[config.mk]
export PLATFORM = sky130hd
export DESIGN_NAME = service_driver_top
export DESIGN_NICKNAME = d
export VERILOG_FILES = /design/src/service_pkg.sv /design/src/descriptor_builder.sv /design/src/payload_streamer.sv /design/src/service_driver_top.sv /design/src/service_sequencer.sv
export VERILOG_INCLUDE_DIRS = /design/src
export SDC_FILE = /design/constraint.sdc
export NUM_CORES = 1
export LEC_CHECK = 0
export ABC_AREA = 0
export CORE_AREA = 3 3 203 205
export CTS_CLUSTER_SIZE = 14
export DETAILED_ROUTE_END_ITERATION = 8
export DIE_AREA = 0 0 206 208
export DONT_BUFFER_PORTS = 1
export PLACE_DENSITY = 0.31
export SETUP_SLACK_MARGIN = 0.5
export SLEW_MARGIN = 15
export SYNTH_ARGS = -nofsm -noshare
export SYNTH_HDL_FRONTEND = slang
export SYNTH_HIERARCHICAL = 1
export SYNTH_SLANG_ARGS = --single-unit
[constraint.sdc]
create_clock -name CLK -period 2.83 [get_ports CLK]
set_clock_uncertainty 0.2 [all_clocks]
set_input_delay 0.4245 -clock CLK [delete_from_list [all_inputs] [get_ports CLK]]
set_output_delay 0.4245 -clock CLK [all_outputs]
set_load 0.01 [all_outputs]
[src/service_defs.svh]
// Width, command code, payload start and descriptor constant defines
`ifndef SERVICE_DEFS_SVH
`define SERVICE_DEFS_SVH

// ==============================
// Field widths
// ==============================
`define SVC_CMD_W    8
`define SVC_WORD_W   32
`define SVC_COUNT_W  6
`define CRYPTO_KEY_W 256
`define CRYPTO_IV_W  128

// ==============================
// Service command codes
// ==============================
`define CMD_SERIAL   8'd1
`define CMD_AES128   8'd3
`define CMD_USERCODE 8'd4
`define CMD_AES256   8'd6
`define CMD_SHA256   8'd10
`define CMD_HMAC     8'd12
`define CMD_SELFTEST 8'd40
// NRBG group
`define CMD_INST     8'd41
`define CMD_GEN      8'd42
`define CMD_RESEED   8'd43
`define CMD_UNINST   8'd44

// First payload word of every stream
`define PAYLOAD_START 32'd2

// ==============================
// Descriptor constants
// ==============================
// Byte count pattern 01..20 with LSB first
`define KEY_PATTERN  256'h201F1E1D_1C1B1A19_18171615_14131211_100F0E0D_0C0B0A09_08070605_04030201
`define KEY_LOW128   128'h100F_0E0D_0C0B_0A09_0807_0605_0403_0201
`define IV_PATTERN_A 128'h201F_1E1D_1C1B_1A19_1817_1615_1413_1211
`define IV_PATTERN_B 128'h302F_2E2D_2C2B_2A29_2827_2625_2423_2221
// AES direction
`define AES_MODE_ENC 8'd0
`define AES_MODE_DEC 8'd1
// Handle value used by all NRBG calls
`define NRBG_HANDLE  8'hFF

`endif

[src/service_pkg.sv]
// Service vector typedefs, descriptor struct and sequencer state enum
`include "service_defs.svh"

package service_pkg;

   // ==============================
   // Plain vector types
   // ==============================
   // Command code in, command byte out
   typedef logic [`SVC_CMD_W-1:0]    svc_cmd_t;
   // One payload word on the write port
   typedef logic [`SVC_WORD_W-1:0]   svc_word_t;
   // Words still to send
   typedef logic [`SVC_COUNT_W-1:0]  svc_count_t;
   typedef logic [`CRYPTO_KEY_W-1:0] crypto_key_t;
   typedef logic [`CRYPTO_IV_W-1:0]  crypto_iv_t;

   // ==============================
   // Service descriptor
   // ==============================
   // Valid only in the enable cycle, zero otherwise
   typedef struct packed {
      crypto_key_t key;
      crypto_iv_t  iv;
      // 0 encrypt, 1 decrypt
      logic [7:0]  mode;
      // Count of 128-bit blocks
      logic [15:0] nblocks;
      logic [31:0] length;
      // NRBG fields
      logic [7:0]  nrbg_length;
      logic [7:0]  nrbg_handle;
      logic [7:0]  nrbg_addlength;
      logic [7:0]  nrbg_prreq;
   } svc_desc_t;

   // Request sequencer states
   typedef enum logic [1:0] {
      IDLE,
      ISSUE,
      STREAM,
      WAIT_BUSY
   } seq_state_t;

endpackage

[src/descriptor_builder.sv]
// Command lookup, registered command byte, descriptor and word count
`include "service_defs.svh"

module descriptor_builder (
   input  logic                   CLK,
   input  logic                   RESETN,
   input  logic                   start,
   input  service_pkg::svc_cmd_t  start_cmd,
   output service_pkg::svc_cmd_t  serv_cmdbyte_req,
   output service_pkg::svc_desc_t serv_desc,
   output service_pkg::svc_count_t word_count
);

   // Lookup results for the accepted code
   service_pkg::svc_cmd_t   lut_cmd;
   service_pkg::svc_desc_t  lut_desc;
   service_pkg::svc_count_t lut_count;

   // ==============================
   // Command table
   // ==============================
   always_comb begin
      lut_cmd   = start_cmd;
      lut_desc  = '0;
      lut_count = '0;
      case (start_cmd)
         // No descriptor, no payload
         `CMD_SERIAL, `CMD_USERCODE, `CMD_SELFTEST: begin
         end
         `CMD_AES128: begin
            lut_desc.key     = {128'd0, `KEY_LOW128};
            lut_desc.iv      = `IV_PATTERN_A;
            lut_desc.mode    = `AES_MODE_DEC;
            lut_desc.nblocks = 16'd1;
            // Four words per block
            lut_count        = 6'd4;
         end
         `CMD_AES256: begin
            lut_desc.key     = `KEY_PATTERN;
            lut_desc.iv      = `IV_PATTERN_B;
            lut_desc.mode    = `AES_MODE_ENC;
            lut_desc.nblocks = 16'd2;
            lut_desc.length  = 32'd1;
            lut_count        = 6'd8;
         end
         `CMD_SHA256: begin
            lut_desc.length = 32'd33;
            lut_count       = 6'd2;
         end
         `CMD_HMAC: begin
            lut_desc.key    = `KEY_PATTERN;
            lut_desc.length = 32'd9;
            lut_count       = 6'd3;
         end
         `CMD_INST: begin
            lut_desc.nrbg_length = 8'd4;
            lut_desc.nrbg_handle = `NRBG_HANDLE;
            lut_count            = 6'd1;
         end
         // Generate sends all NRBG fields as zero
         `CMD_GEN: begin
            lut_count = 6'd1;
         end
         `CMD_RESEED: begin
            lut_desc.nrbg_length    = 8'd32;
            lut_desc.nrbg_handle    = `NRBG_HANDLE;
            lut_desc.nrbg_addlength = 8'd7;
            lut_count               = 6'd2;
         end
         `CMD_UNINST: begin
            lut_desc.nrbg_handle = `NRBG_HANDLE;
         end
         // Unknown codes fall back to serial number
         default: begin
            lut_cmd = `CMD_SERIAL;
         end
      endcase
   end

   // ==============================
   // Enable cycle registers
   // ==============================
   // Loaded on start, cleared one cycle later
   always_ff @(posedge CLK or negedge RESETN) begin
      if (!RESETN) begin
         serv_cmdbyte_req <= '0;
         serv_desc        <= '0;
         word_count       <= '0;
      end else if (start) begin
         serv_cmdbyte_req <= lut_cmd;
         serv_desc        <= lut_desc;
         word_count       <= lut_count;
      end else begin
         serv_cmdbyte_req <= '0;
         serv_desc        <= '0;
         word_count       <= '0;
      end
   end

endmodule

[src/payload_streamer.sv]
// Payload word counter and valid/ready write stream
`include "service_defs.svh"

module payload_streamer (
   input  logic                    CLK,
   input  logic                    RESETN,
   input  logic                    load,
   input  service_pkg::svc_count_t word_count,
   input  logic                    serv_data_wrdy,
   output logic                    serv_data_wvalid,
   output service_pkg::svc_word_t  serv_data_w,
   output logic                    stream_done
);

   // Words still owed to the service
   service_pkg::svc_count_t remaining;
   // Word on offer
   service_pkg::svc_word_t  word;
   logic                    xfer;

   // ==============================
   // Handshake
   // ==============================
   // Offer while words remain and hold until taken
   assign serv_data_wvalid = (remaining != '0);
   assign serv_data_w      = word;
   assign xfer             = serv_data_wvalid && serv_data_wrdy;

   // Zero count ends in the enable cycle itself
   // otherwise ends on the last transfer
   assign stream_done = (load && (word_count == '0))
                     || (xfer && (remaining == service_pkg::svc_count_t'(1)));

   // ==============================
   // Remaining word counter
   // ==============================
   always_ff @(posedge CLK or negedge RESETN) begin
      if (!RESETN) begin
         remaining <= '0;
      end else if (load) begin
         remaining <= word_count;
      end else if (xfer) begin
         remaining <= remaining - service_pkg::svc_count_t'(1);
      end
   end

   // Word value restarts at the payload base on every load
   always_ff @(posedge CLK or negedge RESETN) begin
      if (!RESETN) begin
         word <= '0;
      end else if (load) begin
         word <= `PAYLOAD_START;
      end else if (xfer) begin
         word <= word + service_pkg::svc_word_t'(1);
      end
   end

endmodule

[src/service_driver_top.sv]
// System service driver top with sequencer, descriptor builder and streamer

module service_driver_top (
   input  logic                   CLK,
   input  logic                   RESETN,
   // Request port
   input  logic                   req_valid,
   input  service_pkg::svc_cmd_t  req_cmd,
   output logic                   req_ready,
   // Service port
   output logic                   serv_enable_req,
   output service_pkg::svc_cmd_t  serv_cmdbyte_req,
   output service_pkg::svc_desc_t serv_desc,
   input  logic                   serv_busy,
   // Write port
   output logic                   serv_data_wvalid,
   output service_pkg::svc_word_t serv_data_w,
   input  logic                   serv_data_wrdy
);

   // Acceptance pulse and code
   logic                    start;
   service_pkg::svc_cmd_t   start_cmd;
   // Builder to streamer
   service_pkg::svc_count_t word_count;
   // Streamer back to sequencer
   logic                    stream_done;

   // ==============================
   // Control
   // ==============================
   service_sequencer i_seq (
      .CLK             (CLK),
      .RESETN          (RESETN),
      .req_valid       (req_valid),
      .req_cmd         (req_cmd),
      .stream_done     (stream_done),
      .serv_busy       (serv_busy),
      .req_ready       (req_ready),
      .start           (start),
      .start_cmd       (start_cmd),
      .serv_enable_req (serv_enable_req)
   );

   // Descriptor and count registered into the enable cycle
   descriptor_builder i_desc (
      .CLK              (CLK),
      .RESETN           (RESETN),
      .start            (start),
      .start_cmd        (start_cmd),
      .serv_cmdbyte_req (serv_cmdbyte_req),
      .serv_desc        (serv_desc),
      .word_count       (word_count)
   );

   // Payload loaded by the enable pulse
   payload_streamer i_stream (
      .CLK              (CLK),
      .RESETN           (RESETN),
      .load             (serv_enable_req),
      .word_count       (word_count),
      .serv_data_wrdy   (serv_data_wrdy),
      .serv_data_wvalid (serv_data_wvalid),
      .serv_data_w      (serv_data_w),
      .stream_done      (stream_done)
   );

endmodule

[src/service_sequencer.sv]
// Request accept, enable pulse and busy wait state machine

module service_sequencer (
   input  logic                  CLK,
   input  logic                  RESETN,
   input  logic                  req_valid,
   input  service_pkg::svc_cmd_t req_cmd,
   input  logic                  stream_done,
   input  logic                  serv_busy,
   output logic                  req_ready,
   output logic                  start,
   output service_pkg::svc_cmd_t start_cmd,
   output logic                  serv_enable_req
);

   service_pkg::seq_state_t state;
   service_pkg::seq_state_t state_nxt;

   // ==============================
   // Request side
   // ==============================
   // Ready only when no service is in flight
   assign req_ready = (state == service_pkg::IDLE);
   assign start     = req_valid && req_ready;
   // Code passed to the builder only with start
   assign start_cmd = start ? req_cmd : '0;

   // One cycle enable in the cycle after acceptance
   assign serv_enable_req = (state == service_pkg::ISSUE);

   // ==============================
   // Next state
   // ==============================
   always_comb begin
      state_nxt = state;
      case (state)
         service_pkg::IDLE: begin
            if (start) begin
               state_nxt = service_pkg::ISSUE;
            end
         end
         // Zero-word services finish here
         service_pkg::ISSUE: begin
            if (stream_done) begin
               state_nxt = service_pkg::WAIT_BUSY;
            end else begin
               state_nxt = service_pkg::STREAM;
            end
         end
         // Wait for the last word to be taken
         service_pkg::STREAM: begin
            if (stream_done) begin
               state_nxt = service_pkg::WAIT_BUSY;
            end
         end
         // Service must drop busy before next request
         service_pkg::WAIT_BUSY: begin
            if (!serv_busy) begin
               state_nxt = service_pkg::IDLE;
            end
         end
         default: begin
            state_nxt = service_pkg::IDLE;
         end
      endcase
   end

   // State register
   always_ff @(posedge CLK or negedge RESETN) begin
      if (!RESETN) begin
         state <= service_pkg::IDLE;
      end else begin
         state <= state_nxt;
      end
   end

endmodule

# Word level (Yosys, flattened, before mapping)
# Cells that the tools add are included.
# totals
reg_bits	522
latch_bits	0
mem_bits_rw	0
rom_bits	0
inputBits	13
out_inout_bits	515
elab_cells	70
memories	0
# classes
n_addsub	2
multipliers	0
n_div	0
magnitude_cmp	0
n_eq_ne	18
n_shift	0
muxes	21
bitwise	0
reduce_logical	15
# op_table
op	n
one-hot mux 254 bit (2 select lines)	1
2-to-1 mux 470 bit	1
one-hot mux 150 bit (2 select lines)	1
2-to-1 mux 32 bit	2
equality test 8 x 6 -> 1 bit, second input constant	5
adder 32 x 1 -> 32 bit, second input constant	1
2-to-1 mux 8 bit	4
one-hot mux 4 bit (5 select lines)	1
one-hot mux 6 bit (3 select lines)	1
equality test 8 x 3 -> 1 bit, second input constant	2
equality test 8 x 4 -> 1 bit, second input constant	2
2-to-1 mux 6 bit	2
one-hot mux 6 bit (2 select lines)	1
OR reduction 11 bit	1
equality test 8 x 1 -> 1 bit, second input constant	1
equality test 8 x 2 -> 1 bit, second input constant	1
one-hot mux 2 bit (4 select lines)	1
equality test 6 x 1 -> 1 bit, second input constant	1
logical NOT 6 bit	1
2-to-1 mux 2 bit	3
nonzero test 6 bit	1
OR reduction 2 bit	3
subtractor 6 x 1 -> 6 bit, second input constant	1
equality test 2 bit, second input constant	2
other kinds (12)	16

# Depth between registers and ports, before layout
# logic_depth
depth_word	7
mapped_depth	9
ltp_nobuf	9

# By module
# Netlist, hierarchy kept.
# modules_own_cells
module	n_inst	cells_each	area_each_um2	seq_area_each_um2
descriptor_builder	1	551	4433.0	550.5
payload_streamer	1	223	2103.3	950.9
service_sequencer	1	26	259.0	50.0

# Least setup slack after synthesis
# OpenSTA, ideal clock, no wires.
# synth_timing
path_type	register to register
from	register i_desc/serv_desc[212] (netlist name)
to	register i_seq.state[1]
setup_time_ps	125
t_arrival_ps	2007
required_ps	2505
setup_slack_ps	498
path_stages_with_launch	7
n_path_buf	1
period_less_slack_ps	2332
cell_sequence	dfrtp_1 buf_4 or4_1 o31ai_1 or2b_1 nand3_2 mux2_4
# synth_lines
element	line	rtl
end signal, assigned	service_sequencer.sv:71	state <= service_pkg::IDLE;
end signal, assigned	service_sequencer.sv:73	state <= state_nxt;
end, declared	service_sequencer.sv:16	service_pkg::seq_state_t state;

# Final worst setup path
# layout_timing
from	register i_seq.state[1]
to	register i_desc/serv_desc[32] (netlist name)
# layout_between
elab_chain_cells	6
elab_cells_between_ends	8
# layout_lines
element	line	rtl
logical NOT 2 bit (*)	service_sequencer.sv:23	assign req_ready = (state == service_pkg::IDLE);
named net req_ready	service_driver_top.sv:9	output logic req_ready,
logical AND 1 bit (*)	service_sequencer.sv:24	assign start = req_valid && req_ready;
2-to-1 mux 8 bit (*)	service_sequencer.sv:26	assign start_cmd = start ? req_cmd : '0;
named net start_cmd[4]	service_driver_top.sv:23	service_pkg::svc_cmd_t start_cmd;
equality test 8 x 4 -> 1 bit or equality test 8 x 3 -> 1 bit (tied branches)	descriptor_builder.sv:26	case (start_cmd)
one-hot mux 6 bit (3 select lines) (*)	descriptor_builder.sv:26	
2-to-1 mux 470 bit (*)	descriptor_builder.sv:89	end else if (start) begin
# Mark *: on every way through the listed nets, which the timed path passes. The rest lies on a longest branch.
# A chain may end at the register's enable or synchronous reset.

==> results.toml <==
[floorplan]
ioPinCount = 528
rows = 73
die_area_mm2 = 0.0428
initial_core_util_pct = 17.1
core_mm2 = 0.0396
die_x_um = 206
die_h_um = 208

[drt]
drtAntennaViolNets = 0
wl_per_cell_um = 11.5
met2RoutedLength_mm = 6.67
wirelength_met1_mm = 5.33
dr_total_vias = 3419
first_pass_iters = 4
drtIter0Drc = 117
wl_met3_mm = 1.45
top_layer = "met4"
wl_mm = 13.6
viasPerCell = 2.87
route.detailed.drc = 0

[logic_synthesis]
syn_avg_cell_area_um2 = 8.49
yosys_register_bits = 62
seq_area_frac_synth_pct = 22.8
synthArstFlopShare_pct = 100
yosys-top-cells-count = "buf_4 (464), dfrtp_1 (62), nor2_1 (35)"
synth_top_area_share_pct = 51.3
synth_edf_count = 0
yosys.area_share.simple_pct = 13.6
yosys.area_share.adder_pct = 1.66
synthMuxAreaShare_pct = 0.368
yosys_warnings = 6
ys_types = 58
synth.largest_area_cell = "buf_4"
dominantRegCellSynth = "dfrtp_1"
synth_compound_area_share_pct = 4.11
synth_most_common_cell = "buf_4"
synth_top_family_by_area = "buffers and inverters"
synth_xor_area_share_pct = 4.25
synth.area.top_cells = "buf_4 (51%), dfrtp_1 (23%), xnor2_1 (2.7%)"
syn_area_mm2 = 0.00680
synthCells = 800

[critical_path]
crit_slowest_cell = "dfrtp_1"
start_kind = "register"
rr_startpoint = "i_seq/state[1]"
crit_path_max_incr_delay_ns = 0.42
path_buf_inv = 1
path_cells = "inv_1, ha_2, and3_2, nor4b_4, nand2b_2, a2111oi_4"
crit_fanout = 11
timing.rr.end = "i_desc/serv_desc[32]"
cp_data_required_time_ns = 2.85
r2r_cells = 6
regToRegSetupSlack_ns = 0.55
worstPathArrival_ns = 2.30
cpLargestDelayFamily = "simple AND/OR/NAND/NOR gates"
crit_path_end_kind = "register"
path_class = "register to register"

[hold_path]
hold_depth = 3
hp-class = "input port to register"
hold_start = "serv_busy"
hold_end = "i_seq/state[0]"

[sta]
finalHoldViolations = 0
setup_viol = 0
worst_pin_slew_ns = 1.05
period_share_pct = 80.6
max_freq_mhz = 439
tns_ns = 0
maxSlewViolCount = 0
slew-limit-headroom_pct = 30.3
rsz0062_at_grt = "yes"
layout_min_cycle_time_ns = 2.28

[power_and_ir_drop]
power_frac_comb_pct = 32.5
vdd_drop_max_mv = 0.328
power_density_mw_per_mm2 = 613
p_seq_share_pct = 32.3
netSwitchingFraction_pct = 37.4
p_switching_uw = 1280
p_clk_share_pct = 35.2
intPower_uw = 2140
total_leakage_power_uw = 0.00263

[clocking]
htreeDepth = 3
tritoncts = "yes"
path_clk_slew_ns = 0.05
clockRootBuffer = "clkbuf_16"
cts_buffers = 9
clock_latency_ns = 0.34
clock-sinks = 62
clock_path_buffers = 2

[final_layout]
areaGrowthSynthToFinish_pct = -17.9
fill_cells = 4529
regArea_mm2 = 0.00157
final_nets = 682
multiInputGateArea_mm2 = 0.00285
drive_above_1_share_pct = 10.7
stdcell_count = 1190
antenna-diode-count = 0

[global_route]
grtUsageTotal_pct = 5.91
grt_pass1_vias = 2926
grt_max_degree = 63
antenna_found_initial = 0
grt_pass1_wl_mm = 19.2
gr-total-overflow = 0

[run_status]
status = "complete, no violations"

[job]
max_cap_violations = 0

[place]
dp_cells = 1170
gp_congestion = 0.675
io_buffers = 0
place.detailed.hpwl_mm = 10.4
[registers in the layout, summed over array words and instances, names as in the netlist]
name,cells
i_stream/serv_data_w,32
i_desc/serv_desc,11
i_desc/serv_cmdbyte_req,8
i_stream/remaining,6
i_desc/word_count,3
i_seq/state,2
[worst max path at each step]
stage	slack, ns	depth (start not counted)	to	start
CTS	0.52	9	i_seq/state[1]	i_stream/remaining[1]
global placement	0.36	9	i_seq/state[1]	i_stream/remaining[0]
finish	0.55	6	i_desc/serv_desc[32]	i_seq/state[1]
global route	0.44	6	i_desc/serv_cmdbyte_req[1]	i_seq/state[0]
detailed placement	0.37	9	i_seq/state[1]	i_stream/remaining[0]
floorplan	0.52	9	i_seq/state[1]	i_stream/remaining[0]
[worst min-delay path, cell delays in order]
cell	delay, ns
nand2_2	0.05
o2111ai_1	0.11
a2bb2oi_1	0.07
[stage by stage]
stage          hold slack (ns)  util (%)  instance area (µm²)  worst slack, ns  power [µW]
3_3_place_gp           -0.0695      13.0                 5160            0.364        2150
5_1_grt                  0.183      14.1                 5580            0.435        3680
4_1_cts                  0.144      14.0                 5550            0.517        3470
2_1_floorplan          -0.0711         -                 7970            0.522        2290
3_5_place_dp           -0.0692      13.0                 5160            0.374        2150
6_report                 0.159      14.1                 5580            0.550        3420
[what timing repair did]
action                                  CTS  global route
setup buffers                             2             0
hold buffers                              2             0
endpoints found under the setup margin    7            11
endpoints found under the hold margin    62             0
gates resized for setup                   6             7
cloned                                    0             0
pin swaps                                 1             0
[layout make-up]
type / instances / area share [%]
inverters: 9 / 0.605
repair buffers: 15 / 2.78
flip-flops and latches: 62 / 28.0
well taps: 525 / 11.8
clock inverters: 4 / 1.26
clock buffers: 12 / 4.42
multi-input cells: 563 / 51.1
[kinds of logic (layout without fill, tap and decap cells)]
family,count (synthesis),count (layout)
and+or+nand+nor,166,166
DFF,62,62
buffers and inverters,487,40
adders and majority gates,9,9
xor gates and xnor gates,33,33
muxes,2,2
other,1,313
AOI/OAI and AO/OA,40,40
[placed cells by master, fill, tap and decap left out, drive strengths merged, types with 2 or more instances in the layout]
master  count
ha          9
nor4b       2
conb      313
o21ai      14
and3       15
o21a        2
and4        3
dfrtp      62
nand3      16
and2        2
nor3       15
nand4      11
xnor2      21
nand2      28
buf        14
a21oi      11
or3         8
bufinv      2
xor2       12
inv         9
nand2b      7
clkbuf     12
nor2b       7
nor2       35
nor4       12
clkinv      2
[metal layers]
layer | up-vias | global-route usage [%]
met5 | - | 0
met4 | 0 | 2.48
met3 | 10 | 2.11
met2 | 243 | 9.42
met1 | 1648 | 7.18
li1 | 1518 | -
[power groups by stage]
stage / sequential (µW) / clock [µW] / combinational (µW)
3_5_place_dp: 1120 / 0 / 1030
5_1_grt: 1130 / 1290 / 1270
6_report: 1100 / 1210 / 1110
4_1_cts: 1100 / 1270 / 1100
3_3_place_gp: 1120 / 0 / 1030
2_1_floorplan: 1080 / 0 / 1210
Power figures use the tool's default switching activity.
